**src/logic/fmulUnit_params.svh**
```systemverilog
// fp multiply unit constants
// pipeline latency, stage depths, widths and the canonical nan
`ifndef FMUL_UNIT_PARAMS_SVH
`define FMUL_UNIT_PARAMS_SVH

// non-held cycles from accept to done
`define FMUL_LATENCY 4

// sideband stages between product and round blocks
`define FMUL_SIDE_DEPTH 2

// in-flight count width, must hold FMUL_LATENCY
`define FMUL_COUNT_W 3

// exact significand product width, 53 x 53 bits
`define FMUL_PROD_W 106

// double precision exponent bias
`define FMUL_BIAS 1023

// quiet nan, positive, top fraction bit only
`define FMUL_QNAN 64'h7FF8_0000_0000_0000

`endif

```
**src/logic/fmulPkg.sv**
```systemverilog
// fp multiply unit shared types
// rounding modes, exception flags, stage sideband and issue states
package fmulPkg;

	// ieee rounding direction, encoding fixed for the sequencer
	typedef enum logic [1:0]
	{
		rmNearestEven = 2'd0,
		rmTowardZero  = 2'd1,
		rmTowardPos   = 2'd2,
		rmTowardNeg   = 2'd3
	} roundMode_t;

	// exception flags reported alongside each result
	typedef struct packed
	{
		logic invalid;
		logic overflow;
		logic underflow;
		logic inexact;
	} fmulFlags_t;

	// result class decided by the operands alone
	typedef enum logic [1:0]
	{
		skNormal,
		skZero,
		skInf,
		skNan
	} specialKind_t;

	// stage 1 info needed again by the rounding stage
	typedef struct packed
	{
		logic               sign;
		// biased exponent sum minus bias, may go negative
		logic signed [12:0] expSum;
		roundMode_t         mode;
		specialKind_t       kind;
		logic               invalid;
	} fmulSide_t;

	// issue control states
	typedef enum logic [1:0]
	{
		csRun,
		csDrain,
		csQuiet
	} ctrlState_t;

endpackage

```
**src/logic/fmulIssueCtrl.sv**
```systemverilog
// issue control FSM for the multiply unit
// gates start into accept, drains on quiesce and reports quiet
`timescale 1ns/1ps
`include "fmulUnit_params.svh"

module fmulIssueCtrl (
	input  logic                     clock,
	input  logic                     rstN,
	input  logic                     start,
	input  logic                     hold,
	input  logic                     quiesce,
	input  logic [`FMUL_COUNT_W-1:0] count,
	output logic                     accept,
	output logic                     ready,
	output logic                     quiet
);
	import fmulPkg::*;

	ctrlState_t state;
	ctrlState_t stateNext;

	// hold stalls the whole pipe, so no new work then
	assign accept = start & ready & ~hold;

	always_comb
	begin
		stateNext = state;
		case (state)
			csRun:
			begin
				if (quiesce)
					stateNext = csDrain;
			end
			csDrain:
			begin
				// quiesce dropped early, go straight back
				if (!quiesce)
					stateNext = csRun;
				else if (count == '0)
					stateNext = csQuiet;
			end
			csQuiet:
			begin
				if (!quiesce)
					stateNext = csRun;
			end
			default:
				stateNext = csRun;
		endcase
	end

	// ready and quiet registered, follow the next state
	always_ff @(posedge clock or negedge rstN)
	begin
		if (!rstN)
		begin
			state <= csRun;
			ready <= 1'b1;
			quiet <= 1'b0;
		end
		else
		begin
			state <= stateNext;
			ready <= (stateNext == csRun);
			quiet <= (stateNext == csQuiet);
		end
	end

	// no acceptance outside run
	noAcceptIdle: assert property (@(posedge clock) disable iff (!rstN)
		(state != csRun) |-> !accept);

	// quiet claims an empty pipe, checked against the counter
	quietEmpty: assert property (@(posedge clock) disable iff (!rstN)
		quiet |-> (count == '0));

endmodule

```
**config.mk**
```make
export PLATFORM = sky130hd
export DESIGN_NAME = fmulIssueCtrl
export DESIGN_NICKNAME = d
export VERILOG_FILES = /design/src/logic/fmulPkg.sv /design/src/logic/fmulIssueCtrl.sv
export VERILOG_INCLUDE_DIRS = /design/src /design/src/logic
export SDC_FILE = /design/constraint.sdc
export NUM_CORES = 1
export LEC_CHECK = 0
export BUFFER_PORTS_ARGS = -buffer_cell sky130_fd_sc_hd__buf_2
export CORE_AREA = 4 4 41 43
export DETAILED_ROUTE_END_ITERATION = 6
export DIE_AREA = 0 0 45 47
export GPL_TIMING_DRIVEN = 0
export HOLD_SLACK_MARGIN = 0.15
export PLACE_DENSITY = 0.31
export SLEW_MARGIN = 20
export SYNTH_ARGS = -nofsm -noshare
export SYNTH_HDL_FRONTEND = slang
export SYNTH_SLANG_ARGS = --single-unit
```
**constraint.sdc**
```tcl
create_clock -name clock -period 0.98 [get_ports clock]
set_input_delay 0.196 -clock clock [delete_from_list [all_inputs] [get_ports clock]]
set_output_delay 0.196 -clock clock [all_outputs]
set_load 0.02 [all_outputs]
```
==> results.json <==
{
  "min_from": "quiesce",
  "status": "finished, violations left",
  "drtIter0Drc": 0,
  "wl_um": 394,
  "coreArea_sq_um": 1300,
  "hold_end": "state[0]",
  "slowest_stage": "dfstp_2",
  "die_width_um": 45,
  "synth-seq-area-share": 0.604,
  "final_util": 0.230,
  "rows": 13,
  "p_leak_uw": 0.000142,
  "grt_pass1_wl_um": 607,
  "setup_violations": 2,
  "insertion_delay_ns": 0.24,
  "peakVddDrop_uv": 626,
  "asyncSetResetFlopFracSynth": 1.00,
  "final_antenna_net_count": 0,
  "gr-total-overflow": 0,
  "reg2reg_depth": 2,
  "antenna_found_initial": 0,
  "cts_sinks": 4,
  "clock.fmax_ghz": 0.830,
  "cts_tree": "built",
  "synth_edf_count": 0,
  "place_congestion": 0.665,
  "n_fill_cell": 144,
  "synth.area.top_cells": "dfrtp_1 45%, dfstp_2 16%, o2bb2ai_1 10%, nand2_1 9.0%, nor3_2 6.0%",
  "cts_inserted_buffers": 3,
  "crit_chain": "nand2_2 -> nor2_4 -> buf_6",
  "num_io_pins": 11,
  "yosysMostFrequentCell": "nand2_1",
  "finalHoldViolations": 0,
  "syn_area_per_cell_sq_um": 11.2,
  "post-route-min-period_ns": 1.20,
  "fin_skew_ns": 0.00818,
  "worst_slew_pin_slew_ns": 0.200,
  "drc": 0,
  "whs_path_depth": 3,
  "netlist.area_leader.share": 0.448,
  "crit_fanout": 2,
  "synthCells": 15,
  "vias_per_cell": 3.57,
  "clk_path_buf_depth": 2,
  "port_buffers": 10,
  "setup_ws_ns": -0.225,
  "drt_pass1_iterations": 1,
  "dp_hpwl_um": 299,
  "end_kind": "output port",
  "vias": 164,
  "finalNetCount": 40,
  "reg2reg_slack_ns": 0.12,
  "critPathBufInv": 1,
  "synth.distinct_cells": 9,
  "die_h_um": 47,
  "grt.total_usage": 0.0482,
  "cts-root-buf": "clkbuf_4",
  "grt_pass1_vias": 158,
  "cp.arrival_ns": 1.01,
  "htreeDepth": 1,
  "grt_start_max_net_pins": 6,
  "synth_seq_cells": 4,
  "drive_gt1_frac": 0.548,
  "synth_common_cells": "4 x nand2_1, 3 x dfrtp_1, 2 x o2bb2ai_1",
  "critPathKind": "reg -> out",
  "min_path_type": "in -> reg",
  "fin_hold_ws_ns": 0.214,
  "path_clk_slew_ns": 0.04,
  "period_share": 1.23,
  "crit_path_start_kind": "flop",
  "areaGrowthSynthToFinish_pct": 78.4,
  "ys_warn_count": 0,
  "slew_headroom": 0.866,
  "max_cap_viol_count": 0,
  "synth-main-ff-cell": "dfrtp_1",
  "dieArea_sq_um": 2120,
  "netlist_area_sq_um": 168,
  "reg2reg_from": "state[0]",
  "cp_slowest_stage_delay_ns": 0.53,
  "synth_nets": 23,
  "path_delay_family": "flip-flops",
  "yosysTopAreaCell": "dfrtp_1",
  "violations": "negative setup slack",
  "r2r_end": "quiet",
  "total_power_uw": 470,
  "required_ns": 0.78,
  "maxSlewViolCount": 0,
  "start_util": 0.129,
  "routedWlPerCell_um": 8.57,
  "rsz0062_at_grt": "yes",
  "num_antenna_cells": 0,
  "cellPowerDensity_nw_per_um2": 1570
}
[worst max-delay path by stage]
stage               start     end  cells after the start  slack, ns
floorplan           ready  accept                      2      -0.02
global placement    ready  accept                      3      -0.03
detailed placement  ready  accept                      3      -0.04
CTS                 ready  accept                      3      -0.24
global route        ready  accept                      3      -0.27
finish              ready  accept                      3      -0.22
[tightest hold or removal path, stage by stage]
cell and delay (ns):
buf_2 0.12, nand2b_1 0.06, a21oi_1 0.04
[metal layers]
layer  up-vias  GRT usage  wire length [um]
li1         83          -                 -
met1        66     0.0524               187
met2        13     0.0480               128
met3         2     0.0575                64
met4         0     0.0351                12
met5         -          0                 0
[state kept, by name (all words and copies together), names as in the netlist]
name and cells:
quiet 1, ready 1, state 2
[where the power goes]
group / switching [uW] / total (uW) / internal, uW
clock network: 79.7 / 233 / 154
registers: 6.31 / 181 / 175
logic: 26.6 / 55.3 / 28.7
total: 113 / 470 / 357
[final cells by class]
| class | instances | area, sq um | area share |
|---|---|---|---|
| clock buffer | 4 | 26.3 | 0.0879 |
| timing repair buffer | 12 | 76.3 | 0.255 |
| tap | 15 | 18.8 | 0.0628 |
| sequential | 4 | 101 | 0.339 |
| multi-input combinational | 11 | 76.3 | 0.255 |
[cells by family (layout without fill, tap and decap cells)]
kind of cell / after synthesis / in the layout / synth area share
AND/OR/NAND/NOR: 8 / 8 / 0.261
flip-flops: 4 / 4 / 0.604
AO/OA/AOI/OAI: 3 / 3 / 0.134
buffers and inverters: 0 / 16 / 0
[cells in the final DEF (no fill, tap or decap)]
| master | n |
|---|---|
| a21oi_1 | 1 |
| and3b_1 | 1 |
| buf_2 | 9 |
| buf_6 | 1 |
| clkbuf_1 | 1 |
| clkbuf_4 | 3 |
| dfrtp_1 | 3 |
| dfstp_2 | 1 |
| dlygate4sd3_1 | 2 |
| nand2_1 | 3 |
| nand2_2 | 1 |
| nand2b_1 | 1 |
| nor2_4 | 1 |
| nor3_2 | 1 |
| o2bb2ai_1 | 2 |
[per-stage QoR]
stage / setup TNS [ns] / worst slack [ns] / area (sq um) / instances
after floorplan: -0.0243 / -0.0243 / 175 / 15
after global placement: -0.0290 / -0.0290 / 244 / 40
after detailed placement: -0.0393 / -0.0393 / 244 / 40
after CTS: -0.393 / -0.243 / 299 / 46
after global routing: -0.433 / -0.266 / 299 / 46
final: -0.360 / -0.225 / 299 / 46
[timing repair]
action | CTS | global route
gates resized for setup | 3 | 0
endpoints found under the setup margin | 2 | 2
pin swaps | 0 | 0
cloned | 0 | 0
hold buffers | 2 | 0
endpoints found under the hold margin | 5 | 0
setup buffers | 0 | 0
Power figures use the tool's default switching activity.
