[src/logic/fmulUnit_params.svh]
// fp multiply unit constants
// pipeline latency, stage depths, widths and the canonical nan
`ifndef FMUL_UNIT_PARAMS_SVH
`define FMUL_UNIT_PARAMS_SVH

// non-held cycles from accept to done
`define FMUL_LATENCY 4

// sideband stages between product and round blocks
`define FMUL_SIDE_DEPTH 2

// in-flight count width, must hold FMUL_LATENCY
`define FMUL_COUNT_W 3

// exact significand product width, 53 x 53 bits
`define FMUL_PROD_W 106

// double precision exponent bias
`define FMUL_BIAS 1023

// quiet nan, positive, top fraction bit only
`define FMUL_QNAN 64'h7FF8_0000_0000_0000

`endif

[src/logic/inflightCounter.sv]
// occupancy counter for the multiply pipeline
// up on accept, down on done, frozen by hold
`timescale 1ns/1ps
`include "fmulUnit_params.svh"

module inflightCounter (
	input  logic                     clock,
	input  logic                     rstN,
	input  logic                     hold,
	input  logic                     inc,
	input  logic                     dec,
	output logic [`FMUL_COUNT_W-1:0] count
);

	always_ff @(posedge clock or negedge rstN)
	begin
		if (!rstN)
			count <= '0;
		else if (!hold)
		begin
			case ({inc, dec})
				2'b10:   count <= count + 1'b1;
				2'b01:   count <= count - 1'b1;
				// both or neither, no change
				default: count <= count;
			endcase
		end
	end

	// pipe holds at most one op per stage
	countBound: assert property (@(posedge clock) disable iff (!rstN)
		count <= `FMUL_LATENCY);

	// a done with nothing in flight means the valid pipe and counter disagree
	noEmptyDone: assert property (@(posedge clock) disable iff (!rstN)
		dec |-> (count != '0));

endmodule

[config.mk]
export PLATFORM = sky130hd
export DESIGN_NAME = inflightCounter
export DESIGN_NICKNAME = d
export VERILOG_FILES = /design/src/logic/inflightCounter.sv
export VERILOG_INCLUDE_DIRS = /design/src /design/src/logic
export SDC_FILE = /design/constraint.sdc
export NUM_CORES = 1
export LEC_CHECK = 0
export BUFFER_PORTS_ARGS = -buffer_cell sky130_fd_sc_hd__buf_2
export CAP_MARGIN = 0
export CELL_PAD_IN_SITES_DETAIL_PLACEMENT = 0
export CELL_PAD_IN_SITES_GLOBAL_PLACEMENT = 2
export CORE_AREA = 3 3 40 42
export CTS_CLUSTER_SIZE = 25
export DETAILED_ROUTE_END_ITERATION = 8
export DIE_AREA = 0 0 43 45
export PLACE_DENSITY_LB_ADDON = 0.05
export SLEW_MARGIN = 20
export SYNTH_ARGS = -nofsm -noshare
export SYNTH_HDL_FRONTEND = slang
export SYNTH_SLANG_ARGS = --single-unit
[constraint.sdc]
create_clock -name clock -period 1.5 [get_ports clock]
set_input_delay 0.3 -clock clock [delete_from_list [all_inputs] [get_ports clock]]
set_output_delay 0.3 -clock clock [all_outputs]
set_load 0.05 [all_outputs]
==> results of run 1 <==
-- cells in the final DEF (no fill, tap or decap) --
cell type	n
mux2_1	1
clkbuf_1	1
clkbuf_4	3
xor2_1	2
ha_1	1
fa_1	1
dfrtp_1	1
buf_2	7
nor2_2	1
nand2_1	1
dfrtp_2	2
xnor2_1	1
inv_1	1
buf_4	1
dlygate4sd3_1	1
-- report_power, final --
| group | leakage, nW | total, W | internal [W] | switching (W) |
|---|---|---|---|---|
| registers | 0.0331 | 0.000173 | 0.000130 | 0.0000427 |
| logic | 0.0787 | 0.000288 | 0.0000846 | 0.000203 |
| clock network | 0.0150 | 0.000141 | 0.0000996 | 0.0000411 |
-- layer usage --
layer	up-vias	part of all wire (%)	track usage (%)
li1	64	-	-
met1	48	49	5.60
met2	10	33	4.79
met3	2	17	6.37
met4	0	1.1	5.42
met5	-	0	0
-- area by class of cell --
class	instances	area share [%]
sequential	3	30.0
inverter	1	1.45
clock buffer	4	10.1
multi-input combinational	8	30.9
tap	15	7.25
timing repair buffer	9	20.3
-- kinds of logic (layout without fill, tap and decap cells) --
| kind of cell | count (synthesis) | after routing | synth area share, % |
|---|---|---|---|
| xor+xnor | 3 | 3 | 16.5 |
| fa+ha+maj | 2 | 2 | 20.5 |
| buf+inv | 1 | 14 | 2.36 |
| flops | 3 | 3 | 47.2 |
| mux | 1 | 1 | 7.09 |
| simple gates | 2 | 2 | 6.30 |
-- per-stage QoR --
stage	TNS, ns	area, µm²
global placement	-0.0219	223
global route	0	259
finish	0	259
CTS	0	259
detailed placement	-0.0185	223
floorplan	0	161
-- worst register-to-register path: cells and delay by family (launching register included) --
kind	cells	cell delay, ns
fa+ha+maj	1	0.43
simple gates	1	0.08
flops	1	0.42
xor+xnor	2	0.28
-- worst min path at each step --
stage / to / slack (ns)
2_1_floorplan: count[0]$_DFFE_PN0P_ / 0.004
3_3_place_gp: count[2]$_DFFE_PN0P_ / 0.10
3_5_place_dp: count[2]$_DFFE_PN0P_ / 0.1
4_1_cts: count[0]$_DFFE_PN0P_ / 0.36
5_1_grt: count[0]$_DFFE_PN0P_ / 0.36
6_report: count[0]$_DFFE_PN0P_ / 0.36
-- synth_stat cells (all sizes together) --
cell / n / area [µm²]
ha: 1 / 12.5
xnor2: 1 / 8.76
inv: 1 / 3.75
nor2: 1 / 6.26
fa: 1 / 20.0
dfrtp: 3 / 75.1
mux2: 1 / 11.3
nand2: 1 / 3.75
xor2: 2 / 17.5
-- repair_timing --
| item | 4_1_cts | 5_1_grt |
|---|---|---|
| hold buffers | 1 | 0 |
| endpoints found under the hold margin | 3 | 0 |
| setup buffers | 0 | 0 |
==> results.cfg, run 1 <==
[power]
cellPowerDensity_nw_per_um2 = 2320
p_leak_nw = 0.127
ir_worst_vdd_mv = 0.387
p_total_w = 0.000602

[clocking]
cts_tree = built
cts_max_level = 1
clock_latency_ns = 0.23
cts_root_buffer = clkbuf_4
clk_path_buf_depth = 2
clock_sinks = 3
clk_pin_slew_ns = 0.04
cts_buffers = 3
cts_resized = 0

[sta]
worst_pin_slew_ns = 0.254
fin_ws_ns = 0.156
rsz0062_at_grt = false
finalSetupViolations = 0
slew_viol_final = 0
skew_ns = 0.00334
max_freq_ghz = 0.744
slew_headroom_pct = 83.2
layout_min_cycle_time_ns = 1.34
holdWs_ns = 0.363
fin_crit_sh_pct = 89.6
finalHoldViolations = 0

[outcome]
status = finished, final reports clean

[finish]
final-seq-area_um2 = 77.6
layout.cells.non_filler = 40
syn_to_final_growth_pct = 63.0
drive_above_1_share_pct = 56.0
top_register = count
utilization_pct = 20.2
reg.largest.list = count: 3 flops
largest_register_ff_count = 3
layout.nets = 33
fillCellCount = 155
n_antenna_cell = 0
multi_input_area_um2 = 80.1

[setup_path]
crit_end = count[2]$_DFFE_PN0P_
cp.arrival_ns = 1.46
path_depth = 4
start_kind = flop
reg2reg_to = count[2]$_DFFE_PN0P_
path_max_fanout = 3
cp_slowest_cell = fa_1
startpoint = count[0]$_DFFE_PN0P_
critPathBufInv = 0
max_stage_delay_ns = 0.43
cp_top_family = adder cells
end_kind = flop
crit_type = flop to flop
cp_cell_sequence = fa_1 -> xor2_1 -> nand2_1 -> xnor2_1
reg2regPathDepth = 4
ff2ff_setup_slack_ns = 0.16
worst_ep_required_time_ns = 1.61
worstReg2RegStart = count[0]$_DFFE_PN0P_

[floorplan]
die_area_um2 = 1940
initial_core_util_pct = 12.4
die_x_um = 43
placementRows = 13
pin_count = 8
die_h_um = 45
core_region_area_um2 = 1280

[routing]
drc = 0
vias_per_cell = 3.10
drt-pass1-iter-count = 2
drt_wl_total_um = 378
dr_total_vias = 124
routedWlPerCell_um = 9.45
drtAntennaViolNets = 0
drt_iter0_drc = 2

[synth]
synth.distinct_cells = 9
avgSynthCellArea_um2 = 13.2
synth_fp_nets = 19
ys.warnings.count = 0
synth_seq_area_share_pct = 47.2
ys_seq_elements = 3
netlist_instances = 12
syn_area_um2 = 159

[job]
max_cap_viol_count = 0

[global_routing]
grt_pass1_vias = 132
grt_pass1_wl_um = 614
grt_max_degree = 4
grtUsageTotal_pct = 5.35
antenna_found_initial = 0
grt_overflow = 0

[placement]
dp_cells = 35
dp_slack_ns = -0.0185
portBuffers = 7
place_congestion = 0.601

[worst_hold_path]
hp-class = input pin to flop
hp-start = hold
min_delay_path_depth = 3
No activity file was read; power rests on OpenSTA's default activity.
==> inputs of run 2 (changes only) <==
--- a/config.mk
+++ b/config.mk
@@ -6,6 +6,7 @@
 export SDC_FILE = /design/constraint.sdc
 export NUM_CORES = 1
 export LEC_CHECK = 0
+export ABC_AREA = 1
 export BUFFER_PORTS_ARGS = -buffer_cell sky130_fd_sc_hd__buf_2
 export CAP_MARGIN = 0
 export CELL_PAD_IN_SITES_DETAIL_PLACEMENT = 0
==> run 2 against run 1 <==
First-iteration DRC count rose to 2.5 times the previous value. Total power decreased by 2.6%. Sequential power is 6% lower. Maximum frequency increased by 5.8%. Core utilization is 0.58 points higher. Global-route usage about the same. Setup slack better by 0.074 ns. Synthesized cell count grew 67%. Die area stayed put. Final cell count increased by 18%. Clock power fell by 3%. Critical path type unchanged. Critical endpoint unchanged.
==> results.cfg, run 2 <==
[power]
switching_share_pct = 49.3
p_sw_w = 0.000289
clockPowerShare_pct = 23.3
p_leak_nw = 0.144
cellPowerDensity_nw_per_um2 = 2200
combinationalPowerShare_pct = 48.8
p_seq_share_pct = 27.9
p_int_w = 0.000297
p_total_w = 0.000586
ir_worst_vdd_mv = 0.395

[sta]
worst_pin_slew_ns = 0.250
slew_headroom_pct = 83.5
fin_setup_tns_ns = 0
finalHoldViolations = 0
fin_crit_sh_pct = 84.7
layout_min_cycle_time_ns = 1.27
finalSetupViolations = 0
skew_ns = 0.00254
fin_ws_ns = 0.230
holdWs_ns = 0.319
rsz0062_at_grt = false
slew_viol_final = 0
max_freq_ghz = 0.787

[outcome]
status = finished, final reports clean

[synth]
ys_async_sr_fraction_pct = 100
synthMostInstantiatedCell = nand2_1
avgSynthCellArea_um2 = 8.82
synth_edf_count = 0
netlist_instances = 20
yosys.area.top_type_share_pct = 42.6
synth_top_flop_cell = dfrtp_1
synth.distinct_cells = 10
ys_seq_elements = 3
synth_seq_area_share_pct = 42.6
syn_area_um2 = 176
yosysTopAreaCell = dfrtp_1
synth_fp_nets = 27
ys.warnings.count = 0
synthTopCellsByArea = dfrtp_1, nand2_1, fa_1
synthTopCellsByCount = nand2_1, inv_1, dfrtp_1

[clocking]
cts_tree = built
clk_pin_slew_ns = 0.04
hold_buffers = 1
clk_path_buf_depth = 2
cts_resized = 0
post-cts-setup-buffers = 0
cts_max_level = 1
cts_root_buffer = clkbuf_4
clock_sinks = 3
clock_latency_ns = 0.23
cts_buffers = 3

[global_routing]
grtUsageTotal_pct = 5.33
antenna_found_initial = 0
grt_max_degree = 5
grt_pass1_wl_um = 634
grt_overflow = 0
grt_pass1_vias = 126

[worst_hold_path]
hp-start = hold
holdPathEnd = count[1]$_DFFE_PN0P_
min_delay_path_depth = 3
hp-class = input pin to flop

[setup_path]
crit_type = flop to flop
cp_cell_sequence = fa_1 -> nand2_1 -> nand3_1 -> nand2_1 -> nand2_1
max_stage_delay_ns = 0.46
ff2ff_setup_slack_ns = 0.23
worstReg2RegStart = count[0]$_DFFE_PN0P_
crit_top_cell = nand2_1
reg2reg_to = count[2]$_DFFE_PN0P_
end_kind = flop
path_max_fanout = 3
start_kind = flop
reg2regPathDepth = 5
worst_ep_required_time_ns = 1.62
cp_slowest_cell = fa_1
startpoint = count[0]$_DFFE_PN0P_
cp.arrival_ns = 1.39

[routing]
drc = 0
routedWlPerCell_um = 8.32
drt-pass1-iter-count = 3
drt_iter0_drc = 5
vias_per_cell = 3.43
dr_total_vias = 161
drtAntennaViolNets = 0
drt_wl_total_um = 391

[finish]
largest_register_ff_count = 3
top_register = count
final_cell_mix = buf_2, nand2_1, inv_1, clkbuf_4, dfrtp_1
fillCellCount = 143
layout.nets = 40
drive_above_1_share_pct = 34.4
syn_to_final_growth_pct = 51.1
n_antenna_cell = 0
final_common_cell = buf_2
reg.largest.list = count: 3 flops
post-route-cell-area_um2 = 267

[floorplan]
die_x_um = 43
initial_core_util_pct = 13.7
core_region_area_um2 = 1280
placementRows = 13
die_area_um2 = 1940
pin_count = 8
die_h_um = 45

[placement]
place_congestion = 0.610
dp_slack_ns = 0.0230
dpl-instance-area_um2 = 230
portBuffers = 7

[job]
max_cap_viol_count = 0
run 2: cell types whose count changed in the layout (fill, tap and decap cells not counted), sizes merged:
cell,previous run,this run
xnor2,1,0
nand2,1,6
nand3,0,1
inv,1,4
o21ai,0,1
xor2,2,1
mux2,1,0
buf,8,7
nand4,0,1
run 2: stage by stage:
stage	cells	util, %
2_1_floorplan	20	-
3_3_place_gp	42	17.9
3_5_place_dp	42	17.9
4_1_cts	47	20.7
5_1_grt	47	20.7
6_report	47	20.7
run 2: area by class of cell:
type                       count  area, µm²  share of cell area [%]
inverter                       4       15.0                    5.63
sequential                     3       75.1                    28.2
tap                           15       18.8                    7.04
clock buffer                   4       26.3                    9.86
multi-input combinational     13       86.3                    32.4
timing repair buffer           8       45.0                    16.9
run 2: kinds of logic (layout without fill, tap and decap cells):
family,count (synthesis),in the layout,share of synthesized area [%]
buffers and inverters,4,16,8.51
and+or+nand+nor,9,9,22.7
DFF,3,3,42.6
xor gates and xnor gates,1,1,4.97
AOI/OAI and AO/OA,1,1,2.83
adders and majority gates,2,2,18.4
run 2: worst max path at each step:
stage / cells past startpoint / end
floorplan: 5 / count[2]$_DFFE_PN0P_
global placement: 8 / count[2]$_DFFE_PN0P_
detailed placement: 8 / count[2]$_DFFE_PN0P_
CTS: 5 / count[2]$_DFFE_PN0P_
global route: 5 / count[2]$_DFFE_PN0P_
finish: 5 / count[2]$_DFFE_PN0P_
run 2: metal layers:
layer  GRT usage [%]  share of wire [%]
met5               0                  0
met4            5.42                1.0
met3            5.18                 13
met2            4.79                 41
met1            6.28                 45
run 2: worst max-delay path: cells and delay by family (launching register included):
family	cells	cell delay, ns
adders and majority gates	1	0.46
and+or+nand+nor	4	0.29
DFF	1	0.41
run 2: power by group through the flow:
stage | combinational [W] | sequential [W] | clock, W
after global placement | 0.000289 | 0.000163 | 0
after detailed placement | 0.000291 | 0.000167 | 0
final | 0.000286 | 0.000163 | 0.000137
after global routing | 0.000315 | 0.000174 | 0.000156
after floorplan | 0.0000810 | 0.000299 | 0
after CTS | 0.000294 | 0.000166 | 0.000143
