## config.mk

```make
export PLATFORM = sky130hd
export DESIGN_NAME = fmulRound
export DESIGN_NICKNAME = d
export VERILOG_FILES = /design/src/logic/fmulPkg.sv /design/src/logic/fmulRound.sv
export VERILOG_INCLUDE_DIRS = /design/src /design/src/logic
export SDC_FILE = /design/constraint.sdc
export NUM_CORES = 1
export LEC_CHECK = 0
export ABC_CLOCK_PERIOD_IN_PS = 5900
export BUFFER_PORTS_ARGS = -buffer_cell sky130_fd_sc_hd__buf_4
export CORE_ASPECT_RATIO = 1.25
export CORE_MARGIN = 2
export CORE_UTILIZATION = 50
export DETAILED_ROUTE_END_ITERATION = 10
export MAX_ROUTING_LAYER = met4
export PLACE_DENSITY = 0.88
export SLEW_MARGIN = 15
export SYNTH_ARGS = -nofsm -noshare
export SYNTH_HDL_FRONTEND = slang
export SYNTH_SLANG_ARGS = --single-unit
export TNS_END_PERCENT = 30
```

## constraint.sdc

```tcl
create_clock -name clock -period 5.9 [get_ports clock]
set_clock_uncertainty 0.05 [all_clocks]
set_input_delay 0.59 -clock clock [delete_from_list [all_inputs] [get_ports clock]]
set_output_delay 0.59 -clock clock [all_outputs]
set_load 0.01 [all_outputs]
```

## src/logic/fmulUnit_params.svh

```systemverilog
// fp multiply unit constants
// pipeline latency, stage depths, widths and the canonical nan
`ifndef FMUL_UNIT_PARAMS_SVH
`define FMUL_UNIT_PARAMS_SVH

// non-held cycles from accept to done
`define FMUL_LATENCY 4

// sideband stages between product and round blocks
`define FMUL_SIDE_DEPTH 2

// in-flight count width, must hold FMUL_LATENCY
`define FMUL_COUNT_W 3

// exact significand product width, 53 x 53 bits
`define FMUL_PROD_W 106

// double precision exponent bias
`define FMUL_BIAS 1023

// quiet nan, positive, top fraction bit only
`define FMUL_QNAN 64'h7FF8_0000_0000_0000

`endif

```

## src/logic/fmulPkg.sv

```systemverilog
// fp multiply unit shared types
// rounding modes, exception flags, stage sideband and issue states
package fmulPkg;

	// ieee rounding direction, encoding fixed for the sequencer
	typedef enum logic [1:0]
	{
		rmNearestEven = 2'd0,
		rmTowardZero  = 2'd1,
		rmTowardPos   = 2'd2,
		rmTowardNeg   = 2'd3
	} roundMode_t;

	// exception flags reported alongside each result
	typedef struct packed
	{
		logic invalid;
		logic overflow;
		logic underflow;
		logic inexact;
	} fmulFlags_t;

	// result class decided by the operands alone
	typedef enum logic [1:0]
	{
		skNormal,
		skZero,
		skInf,
		skNan
	} specialKind_t;

	// stage 1 info needed again by the rounding stage
	typedef struct packed
	{
		logic               sign;
		// biased exponent sum minus bias, may go negative
		logic signed [12:0] expSum;
		roundMode_t         mode;
		specialKind_t       kind;
		logic               invalid;
	} fmulSide_t;

	// issue control states
	typedef enum logic [1:0]
	{
		csRun,
		csDrain,
		csQuiet
	} ctrlState_t;

endpackage

```

## src/logic/fmulRound.sv

```systemverilog
// fp multiply back end, stages 3 and 4
// normalize, round by mode, range checks, result and flag packing
`timescale 1ns/1ps
`include "fmulUnit_params.svh"

module fmulRound (
	input  logic                    clock,
	input  logic                    rstN,
	input  logic                    hold,
	input  fmulPkg::fmulSide_t      side,
	input  logic [`FMUL_PROD_W-1:0] product,
	output logic [63:0]             result,
	output fmulPkg::fmulFlags_t     flags
);
	import fmulPkg::*;

	// stage 3
	logic        normNext;
	logic [52:0] sigNext;
	logic        guardNext;
	logic        stickyNext;
	logic        normReg;
	logic [52:0] sigReg;
	logic        guardReg;
	logic        stickyReg;

	// stage 4
	logic               inexactRaw;
	logic               roundUp;
	logic [53:0]        sigRounded;
	logic [51:0]        fracFinal;
	logic signed [13:0] expFinal;
	logic [63:0]        resultNext;
	fmulFlags_t         flagsNext;

	// product is in [1,4), bit 105 picks the binade
	always_comb
	begin
		normNext = product[105];
		if (normNext)
		begin
			sigNext    = product[105:53];
			guardNext  = product[52];
			stickyNext = |product[51:0];
		end
		else
		begin
			sigNext    = product[104:52];
			guardNext  = product[51];
			stickyNext = |product[50:0];
		end
	end

	always_ff @(posedge clock)
	begin
		if (!hold)
		begin
			normReg   <= normNext;
			sigReg    <= sigNext;
			guardReg  <= guardNext;
			stickyReg <= stickyNext;
		end
	end

	// sideband from the pipe lines up with the stage 3 registers
	always_comb
	begin
		inexactRaw = guardReg | stickyReg;
		case (side.mode)
			rmNearestEven: roundUp = guardReg & (stickyReg | sigReg[0]);
			rmTowardZero:  roundUp = 1'b0;
			rmTowardPos:   roundUp = ~side.sign & inexactRaw;
			rmTowardNeg:   roundUp = side.sign & inexactRaw;
			default:       roundUp = 1'b0;
		endcase

		sigRounded = {1'b0, sigReg} + {53'd0, roundUp};
		// carry out means significand became exactly 2.0
		fracFinal = sigRounded[53] ? sigRounded[52:1] : sigRounded[51:0];
		expFinal = $signed({side.expSum[12], side.expSum}) + $signed({13'd0, normReg})
			+ $signed({13'd0, sigRounded[53]});

		flagsNext = '0;
		case (side.kind)
			skNan:
			begin
				resultNext = `FMUL_QNAN;
				flagsNext.invalid = side.invalid;
			end
			skInf:
				resultNext = {side.sign, 11'h7FF, 52'd0};
			skZero:
				resultNext = {side.sign, 63'd0};
			default:
			begin
				if (expFinal >= 14'sd2047)
				begin
					// overflow to signed inf in every mode
					resultNext = {side.sign, 11'h7FF, 52'd0};
					flagsNext.overflow = 1'b1;
					flagsNext.inexact = 1'b1;
				end
				else if (expFinal <= 14'sd0)
				begin
					// no denormal results, flush
					resultNext = {side.sign, 63'd0};
					flagsNext.underflow = 1'b1;
					flagsNext.inexact = 1'b1;
				end
				else
				begin
					resultNext = {side.sign, expFinal[10:0], fracFinal};
					flagsNext.inexact = inexactRaw;
				end
			end
		endcase
	end

	// stage 4, outputs hold their value under hold
	always_ff @(posedge clock or negedge rstN)
	begin
		if (!rstN)
		begin
			result <= '0;
			flags  <= '0;
		end
		else if (!hold)
		begin
			result <= resultNext;
			flags  <= flagsNext;
		end
	end

endmodule

```

==> run_results.csv, run 1 <==
group,metric,value,unit
synthesis,postSynthCellCount,642,
timing,finalSetupViolCount,0,
layout,num-fill-cells,1034,
route,post-route-drc-count,0,
worst_setup_path,timing.critical_path.required,6.16,ns
synthesis,synth.yosys.seq_area_share,49.7,%
route,detail-route-antenna-nets,0,
grt,grt_pass1_vias,5861,
synthesis,ys.flop_type,"dfrtp_1",
cts,insertion_delay,0.41,ns
power,design_power_total,2340,µW
grt,grt.met1_usage,31.7,%
grt,antenna_found_initial,0,
placement,gp_congestion,0.937,
synthesis,synth_top_cell_area_share,25.0,%
synthesis,synthesis.area,6810,µm²
layout,final_util,67.1,%
timing,slew-limit-headroom,39.9,%
route,post_drt_wl_per_cell,18.8,µm
route,vias,5823,
die,fp.dieW,108,µm
synthesis,synth.most_common_cell,"nand2_1",
cts,number_of_cts_inserted_buffers,17,
synthesis,post_synth_main_area_contributors,"dfrtp_1, edfxtp_1, mux2_2",
cts,ctsRootBufferMaster,"clkbuf_16",
worst_setup_path,worst_case_register_to_register_setup_slack,0.53,ns
cts,path_clk_slew,0.05,ns
grt,global_route.usage.met3,4.97,%
layout,finalInstanceArea,8920,µm²
timing,fin_setup_tns,0,ns
route,routed_via_density,5.79,
grt,globalRoute.totalOverflow,0,
timing,worst-slew-pin-transition,0.902,ns
grt,peak_usage_layer_in_the_global_routing_report,"met2",
synthesis,ys_seq_elements,124,
die,fp.dieH,134,µm
layout,area.sequential,3380,µm²
timing,drv_slew,0,
synthesis,synth.largest_area_cell,"dfrtp_1",
worst_setup_path,path_max_fanout,24,
run_status,status,"completed",
power,worst_ir_drop_vdd,0.000174,V
cts,tritoncts_clock_tree,"done",
route,drt_iter0_drc,459,
timing,timing.final.hold_violations,0,
die,starting_utilization_of_the_core_area,51.2,%
cts,clock_path_buffers,2,
placement,placement.io_buffers,195,
worst_setup_path,timing.critical_path.to,"result[44]",
synthesis,synth_common_cells,"nand2_1, dfrtp_1, edfxtp_1",
synthesis,synthesis.area_per_instance,10.6,µm²
cts,htree_num_levels,4,
grt,grt.total_usage,27.3,%
synthesis,yosys_warnings,0,
power,power.density_cell_area,263,nW/µm²
layout,finalNetCount,955,
cts,cts_hold_repair.buffers,0,
placement,pre_cts_ws,0.277,ns
worst_setup_path,timing.critical_path.arrival,5.63,ns
synthesis,post_synth_num_cell_types,58,
grt,use_met2,45.4,%
worst_setup_path,reg2regPathDepth,18,
die,design.portCount,196,
placement,detailed_place_hpwl,13.8,mm
placement,placement.cell_area,8340,µm²
worst_hold_path,timing.hold.worst.class,"in -> async",
die,floorplan.rows,47,
worst_setup_path,r2r-start,"guardReg",
power,power_leakage,0.00380,µW
die,coreArea,13300,µm²
synthesis,synth_edf_count,56,
layout,multi_input_comb_area,3220,µm²
timing,min_period,5.37,ns
route,detailed_router_iteration_count_before_antenna_repair,6,
worst_setup_path,crit_start,"guardReg",
worst_setup_path,criticalPathCategory,"reg -> reg",
run,max-cap-violations,0,
timing,timing.final.crit_share,91.0,%
route,drt_wl_total,18.9,mm
grt,grt_pass1_wl,29.7,mm
cts,buffers_inserted_by_post_cts_timing_repair,0,
layout,diode_insertion_count_for_antenna_repair,0,
timing,grt_setup_unrepaired,"false",
layout,flow.area_growth_from_synthesis,31.0,%
synthesis,postSynth.asyncResetShare,54.8,%
cts,clock_sink_count,124,
worst_setup_path,crit_path_end_kind,"flop",
cts,cts_repair_resize_count,0,
die,die-area,14600,µm²
worst_setup_path,timing.critical_path.from_type,"flop",
grt,grt_start_max_net_pins,69,
timing,fmax,186,MHz
synthesis,synth_nets,774,
layout,drive_above_1_share,36.2,%
timing,setup_ws,0.530,ns
worst_setup_path,terminus_of_the_critical_flop_to_flop_path,"result[44]",
## worst max-delay path: stages (launching register included)
cell and delay (ns):
edfxtp_1 0.43, o21a_1 0.15, nor2_1 0.03, a211oi_1 0.25, ha_1 0.30, nand4_2 0.18, nor4_4 0.37, nand3_4 0.14
nor4_1 0.33, buf_4 0.19, fa_1 0.23, ha_1 0.33, and2_1 0.32, nor4_1 0.12, or3_1 0.36, o2111ai_1 0.16
nor3b_4 0.50, nand2_2 0.48, o21ai_0 0.34
## stage by stage
stage               hold slack (ns)  std cells
finish                        0.246       1006
global route                  0.311       1006
CTS                           0.285       1006
detailed placement            0.425        975
global placement              0.419        975
floorplan                     0.244        642
## state kept, by name, indices dropped and copies added (netlist names)
signal     cells
result        64
sigReg        53
flags          4
guardReg       1
normReg        1
stickyReg      1
## layer usage
metal  up-vias  wire [µm]
met3        52        991
met5         -          0
li1       2731          -
met1      2804       7430
met2       236       9660
met4         0        844
## power breakdown
part           internal [µW]  switching (µW)  leakage (µW)
clock network            651             354      0.000280
logic                    161             152       0.00207
registers                973            52.8       0.00145
## kinds of logic (layout without fill, tap and decap cells)
kind of cell / after synthesis / after routing / synth area share (%)
simple gates: 251 / 251 / 20.1
flops: 124 / 124 / 49.7
compound gates: 113 / 113 / 11.0
mux: 57 / 57 / 9.35
xor+xnor: 47 / 47 / 6.05
buf+inv: 46 / 239 / 2.96
fa+ha+maj: 4 / 4 / 0.846
## layout make-up
cell class | count | share of cell area, %
multi-input cells | 472 | 36.1
flip-flops and latches | 124 | 37.9
well taps | 171 | 2.40
clock inverters | 7 | 1.02
repair buffers | 198 | 16.7
clock buffers | 24 | 5.40
inverters | 10 | 0.421
## cells in the final DEF (no fill, tap or decap), drive strengths merged, types with 3 or more instances in the layout
| cell type | count |
|---|---|
| nand2b | 5 |
| or3 | 5 |
| and2 | 4 |
| o22a | 10 |
| xnor2 | 24 |
| a22o | 21 |
| inv | 10 |
| mux2 | 53 |
| or4 | 4 |
| clkinv | 4 |
| o21ai | 44 |
| nand2 | 100 |
| nor3 | 13 |
| dfrtp | 68 |
| a211oi | 3 |
| edfxtp | 56 |
| and4 | 13 |
| a21oi | 18 |
| xor2 | 23 |
| o21a | 4 |
| nand3 | 25 |
| mux2i | 4 |
| or2 | 6 |
| and3 | 9 |
| nor4 | 21 |
| nand4 | 18 |
| clkbuf | 24 |
| buf | 198 |
| nor2 | 23 |
| ha | 3 |
## how the worst min path moves through the flow
stage | depth (start not counted) | to | slack (ns)
after floorplan | 0 | flags[0] | 0.24
after global placement | 2 | result[4] | 0.42
after detailed placement | 2 | result[36] | 0.42
after CTS | 1 | result[30] | 0.28
after global routing | 1 | result[40] | 0.31
final | 1 | result[40] | 0.25
Note: power is estimated with default switching activity, not from simulation.
==> inputs of run 2 (changes only) <==
Settings changed: ABC_CLOCK_PERIOD_IN_PS 5900 to 4900, CORE_UTILIZATION 50 to 48, PLACE_DENSITY 0.88 to unset, PLACE_DENSITY_LB_ADDON set to 0.12.
Clock period 5.9 ns to 4.9 ns, I/O delays scaled along.
==> run 2 against run 1 <==
Net effect: count of clock-buffer cells in the layout decreased by 5; global-route usage decreased by 1.5 points; sequential cell count unchanged; register-to-register slack got worse by 0.17 ns; non-clock buffer count increased by 7; largest power group is now clock; highest routed layer unchanged.
==> run_results.csv, run 2 (synthesized netlist as in run 1, its figures left out) <==
group,metric,value,unit
run_status,status,"completed",
layout,largestRegisters,"result: 64 flops, sigReg: 53 flops, flags: 4 flops",
route,post_drt_wl_per_cell,18.6,µm
layout,finalNetCount,962,
timing,timing.final.crit_share,92.6,%
worst_setup_path,path_max_fanout,24,
worst_setup_path,reg2regPathDepth,19,
route,detailed_router_iteration_count_before_antenna_repair,5,
timing,min_period,4.54,ns
layout,final_common_cell,"buf_4",
layout,final_util,65.2,%
die,coreArea,13800,µm²
route,drt_iter0_drc,317,
layout,final-instance-count-excl-fill,1018,
timing,slew-limit-headroom,41.5,%
timing,timing.final.hold_violations,0,
timing,grt_setup_unrepaired,"false",
worst_setup_path,critical_path_cell_count,19,
worst_setup_path,worstPathBufferInverterCount,2,
placement,gp_congestion,0.877,
cts,clock_path_buffers,2,
layout,num-fill-cells,1146,
worst_setup_path,timing.critical_path.cells,"o21a_1 > nor2_1 > a211oi_1 > ha_2 > nand4_2 > nor4_4 > nand3_4 > nor4_1 > buf_4 > fa_1 > ha_2 > and4_1 > a31oi_1 > or3_1 > o2111ai_1 > nor3b_4 > nand2_2 > buf_4 > o21ai_0",
route,detail-route-antenna-nets,0,
placement,detailed_place_hpwl,13.8,mm
cts,number_of_cts_inserted_buffers,17,
placement,dp.cells,985,
die,fp.dieH,137,µm
power,power.density_cell_area,320,nW/µm²
cts,tritoncts_clock_tree,"done",
worst_setup_path,max_stage_delay_cell_worst_path,"edfxtp_1",
die,design.portCount,196,
grt,grt.total_usage,25.8,%
die,starting_utilization_of_the_core_area,49.3,%
grt,grt_start_max_net_pins,69,
worst_setup_path,worst_case_register_to_register_setup_slack,0.36,ns
die,die-area,15200,µm²
worst_setup_path,criticalPathCategory,"reg -> reg",
grt,grt_pass1_vias,5784,
worst_hold_path,timing.hold.worst.class,"in -> async",
cts,htree_num_levels,4,
timing,worst-slew-pin-transition,0.877,ns
placement,placement.io_buffers,195,
worst_setup_path,timing.critical_path.from_type,"flop",
layout,finalInstanceArea,9010,µm²
timing,drv_slew,0,
worst_setup_path,crit_path_end_kind,"flop",
cts,clock_sink_count,124,
cts,ctsRootBufferMaster,"clkbuf_16",
route,routed_via_density,5.70,
worst_setup_path,cpPeakStageDelay,0.41,ns
run,max-cap-violations,0,
layout,drive_above_1_share,37.4,%
layout,largest-register,"result",
cts,insertion_delay,0.41,ns
placement,placement.cell_area,8390,µm²
route,post-route-drc-count,0,
power,worst_ir_drop_vdd,0.000207,V
cts,path_clk_slew,0.06,ns
layout,largest_register_ffs,64,
layout,most_used_cells_in_the_layout_excluding_fill_and_tap_cells,"buf_4, nand2_1, dfrtp_1",
grt,grt_pass1_wl,30.1,mm
power,design_power_total,2880,µW
power,power_leakage,0.00382,µW
route,drt_wl_total,18.9,mm
grt,antenna_found_initial,0,
timing,worst_hold_margin,0.133,ns
die,floorplan.rows,48,
route,vias,5798,
worst_setup_path,timing.critical_path.required,5.17,ns
layout,flow.area_growth_from_synthesis,32.3,%
layout,diode_insertion_count_for_antenna_repair,0,
timing,finalSetupViolCount,0,
die,fp.dieW,111,µm
worst_setup_path,critPathTopFamily,"simple AND/OR/NAND/NOR gates",
timing,fmax,220,MHz
worst_setup_path,timing.critical_path.arrival,4.80,ns
grt,globalRoute.totalOverflow,0,
[run 2: cell count changes in the layout (fill, tap and decap cells not counted), sizes merged]
cell,before,now
clkinvlp,1,5
clkinv,4,2
inv,10,13
clkbuf,24,19
bufinv,2,3
buf,198,205
[run 2: area by class of cell]
type                            count  area [µm²]  share of cell area [%]
Sequential cell                   124        3380                    37.6
Multi-Input combinational cell    472        3230                    35.8
Timing Repair Buffer              205        1540                    17.1
Clock buffer                       19         433                    4.81
Tap cell                          175         219                    2.43
Clock inverter                     13         168                    1.86
Inverter                           10        37.5                   0.417
[run 2: routing by layer]
metal,wire length [µm],GRT usage (%)
met5,0,-
met4,341,7.71
met1,7920,31.5
met3,834,4.69
met2,9800,44.3
[run 2: metrics by stage]
step / worst slack (ns) / TNS, ns
floorplan: 0.0737 / 0
finish: 0.363 / 0
global placement: 0.141 / 0
detailed placement: -0.0448 / -0.0751
global route: 0.00889 / 0
CTS: 0.157 / 0
[run 2: worst reg2reg max path, delay by kind of cell (launching register included)]
| family | cells | cell delay [ns] |
|---|---|---|
| adder cells (fa/ha/maj) | 3 | 0.82 |
| AND/OR/NAND/NOR | 9 | 1.86 |
| buffers and inverters | 2 | 0.41 |
| flip-flops | 1 | 0.41 |
| AO/OA/AOI/OAI | 5 | 0.89 |
[run 2: final timing paths]
kind                                  from         end
worst min-delay path                  rstN  result[63]
min in group clock                side[18]  result[63]
worst max register to register    guardReg  result[16]
worst min register to register  result[44]  result[44]
max in group asynchronous             rstN   result[4]
worst max-delay path              guardReg  result[16]
[run 2: repair_timing]
item                                    in CTS  in global routing
buffers inserted                             0                  1
resized for setup                            0                  3
hold buffers                                 0                  0
endpoints found under the setup margin       0                 63
[run 2: report_power, final]
group          internal (µW)  total, µW  leakage (µW)  switching (µW)
logic                    196        375       0.00210             179
clock network            803       1270      0.000277             469
registers               1170       1240       0.00145            64.7
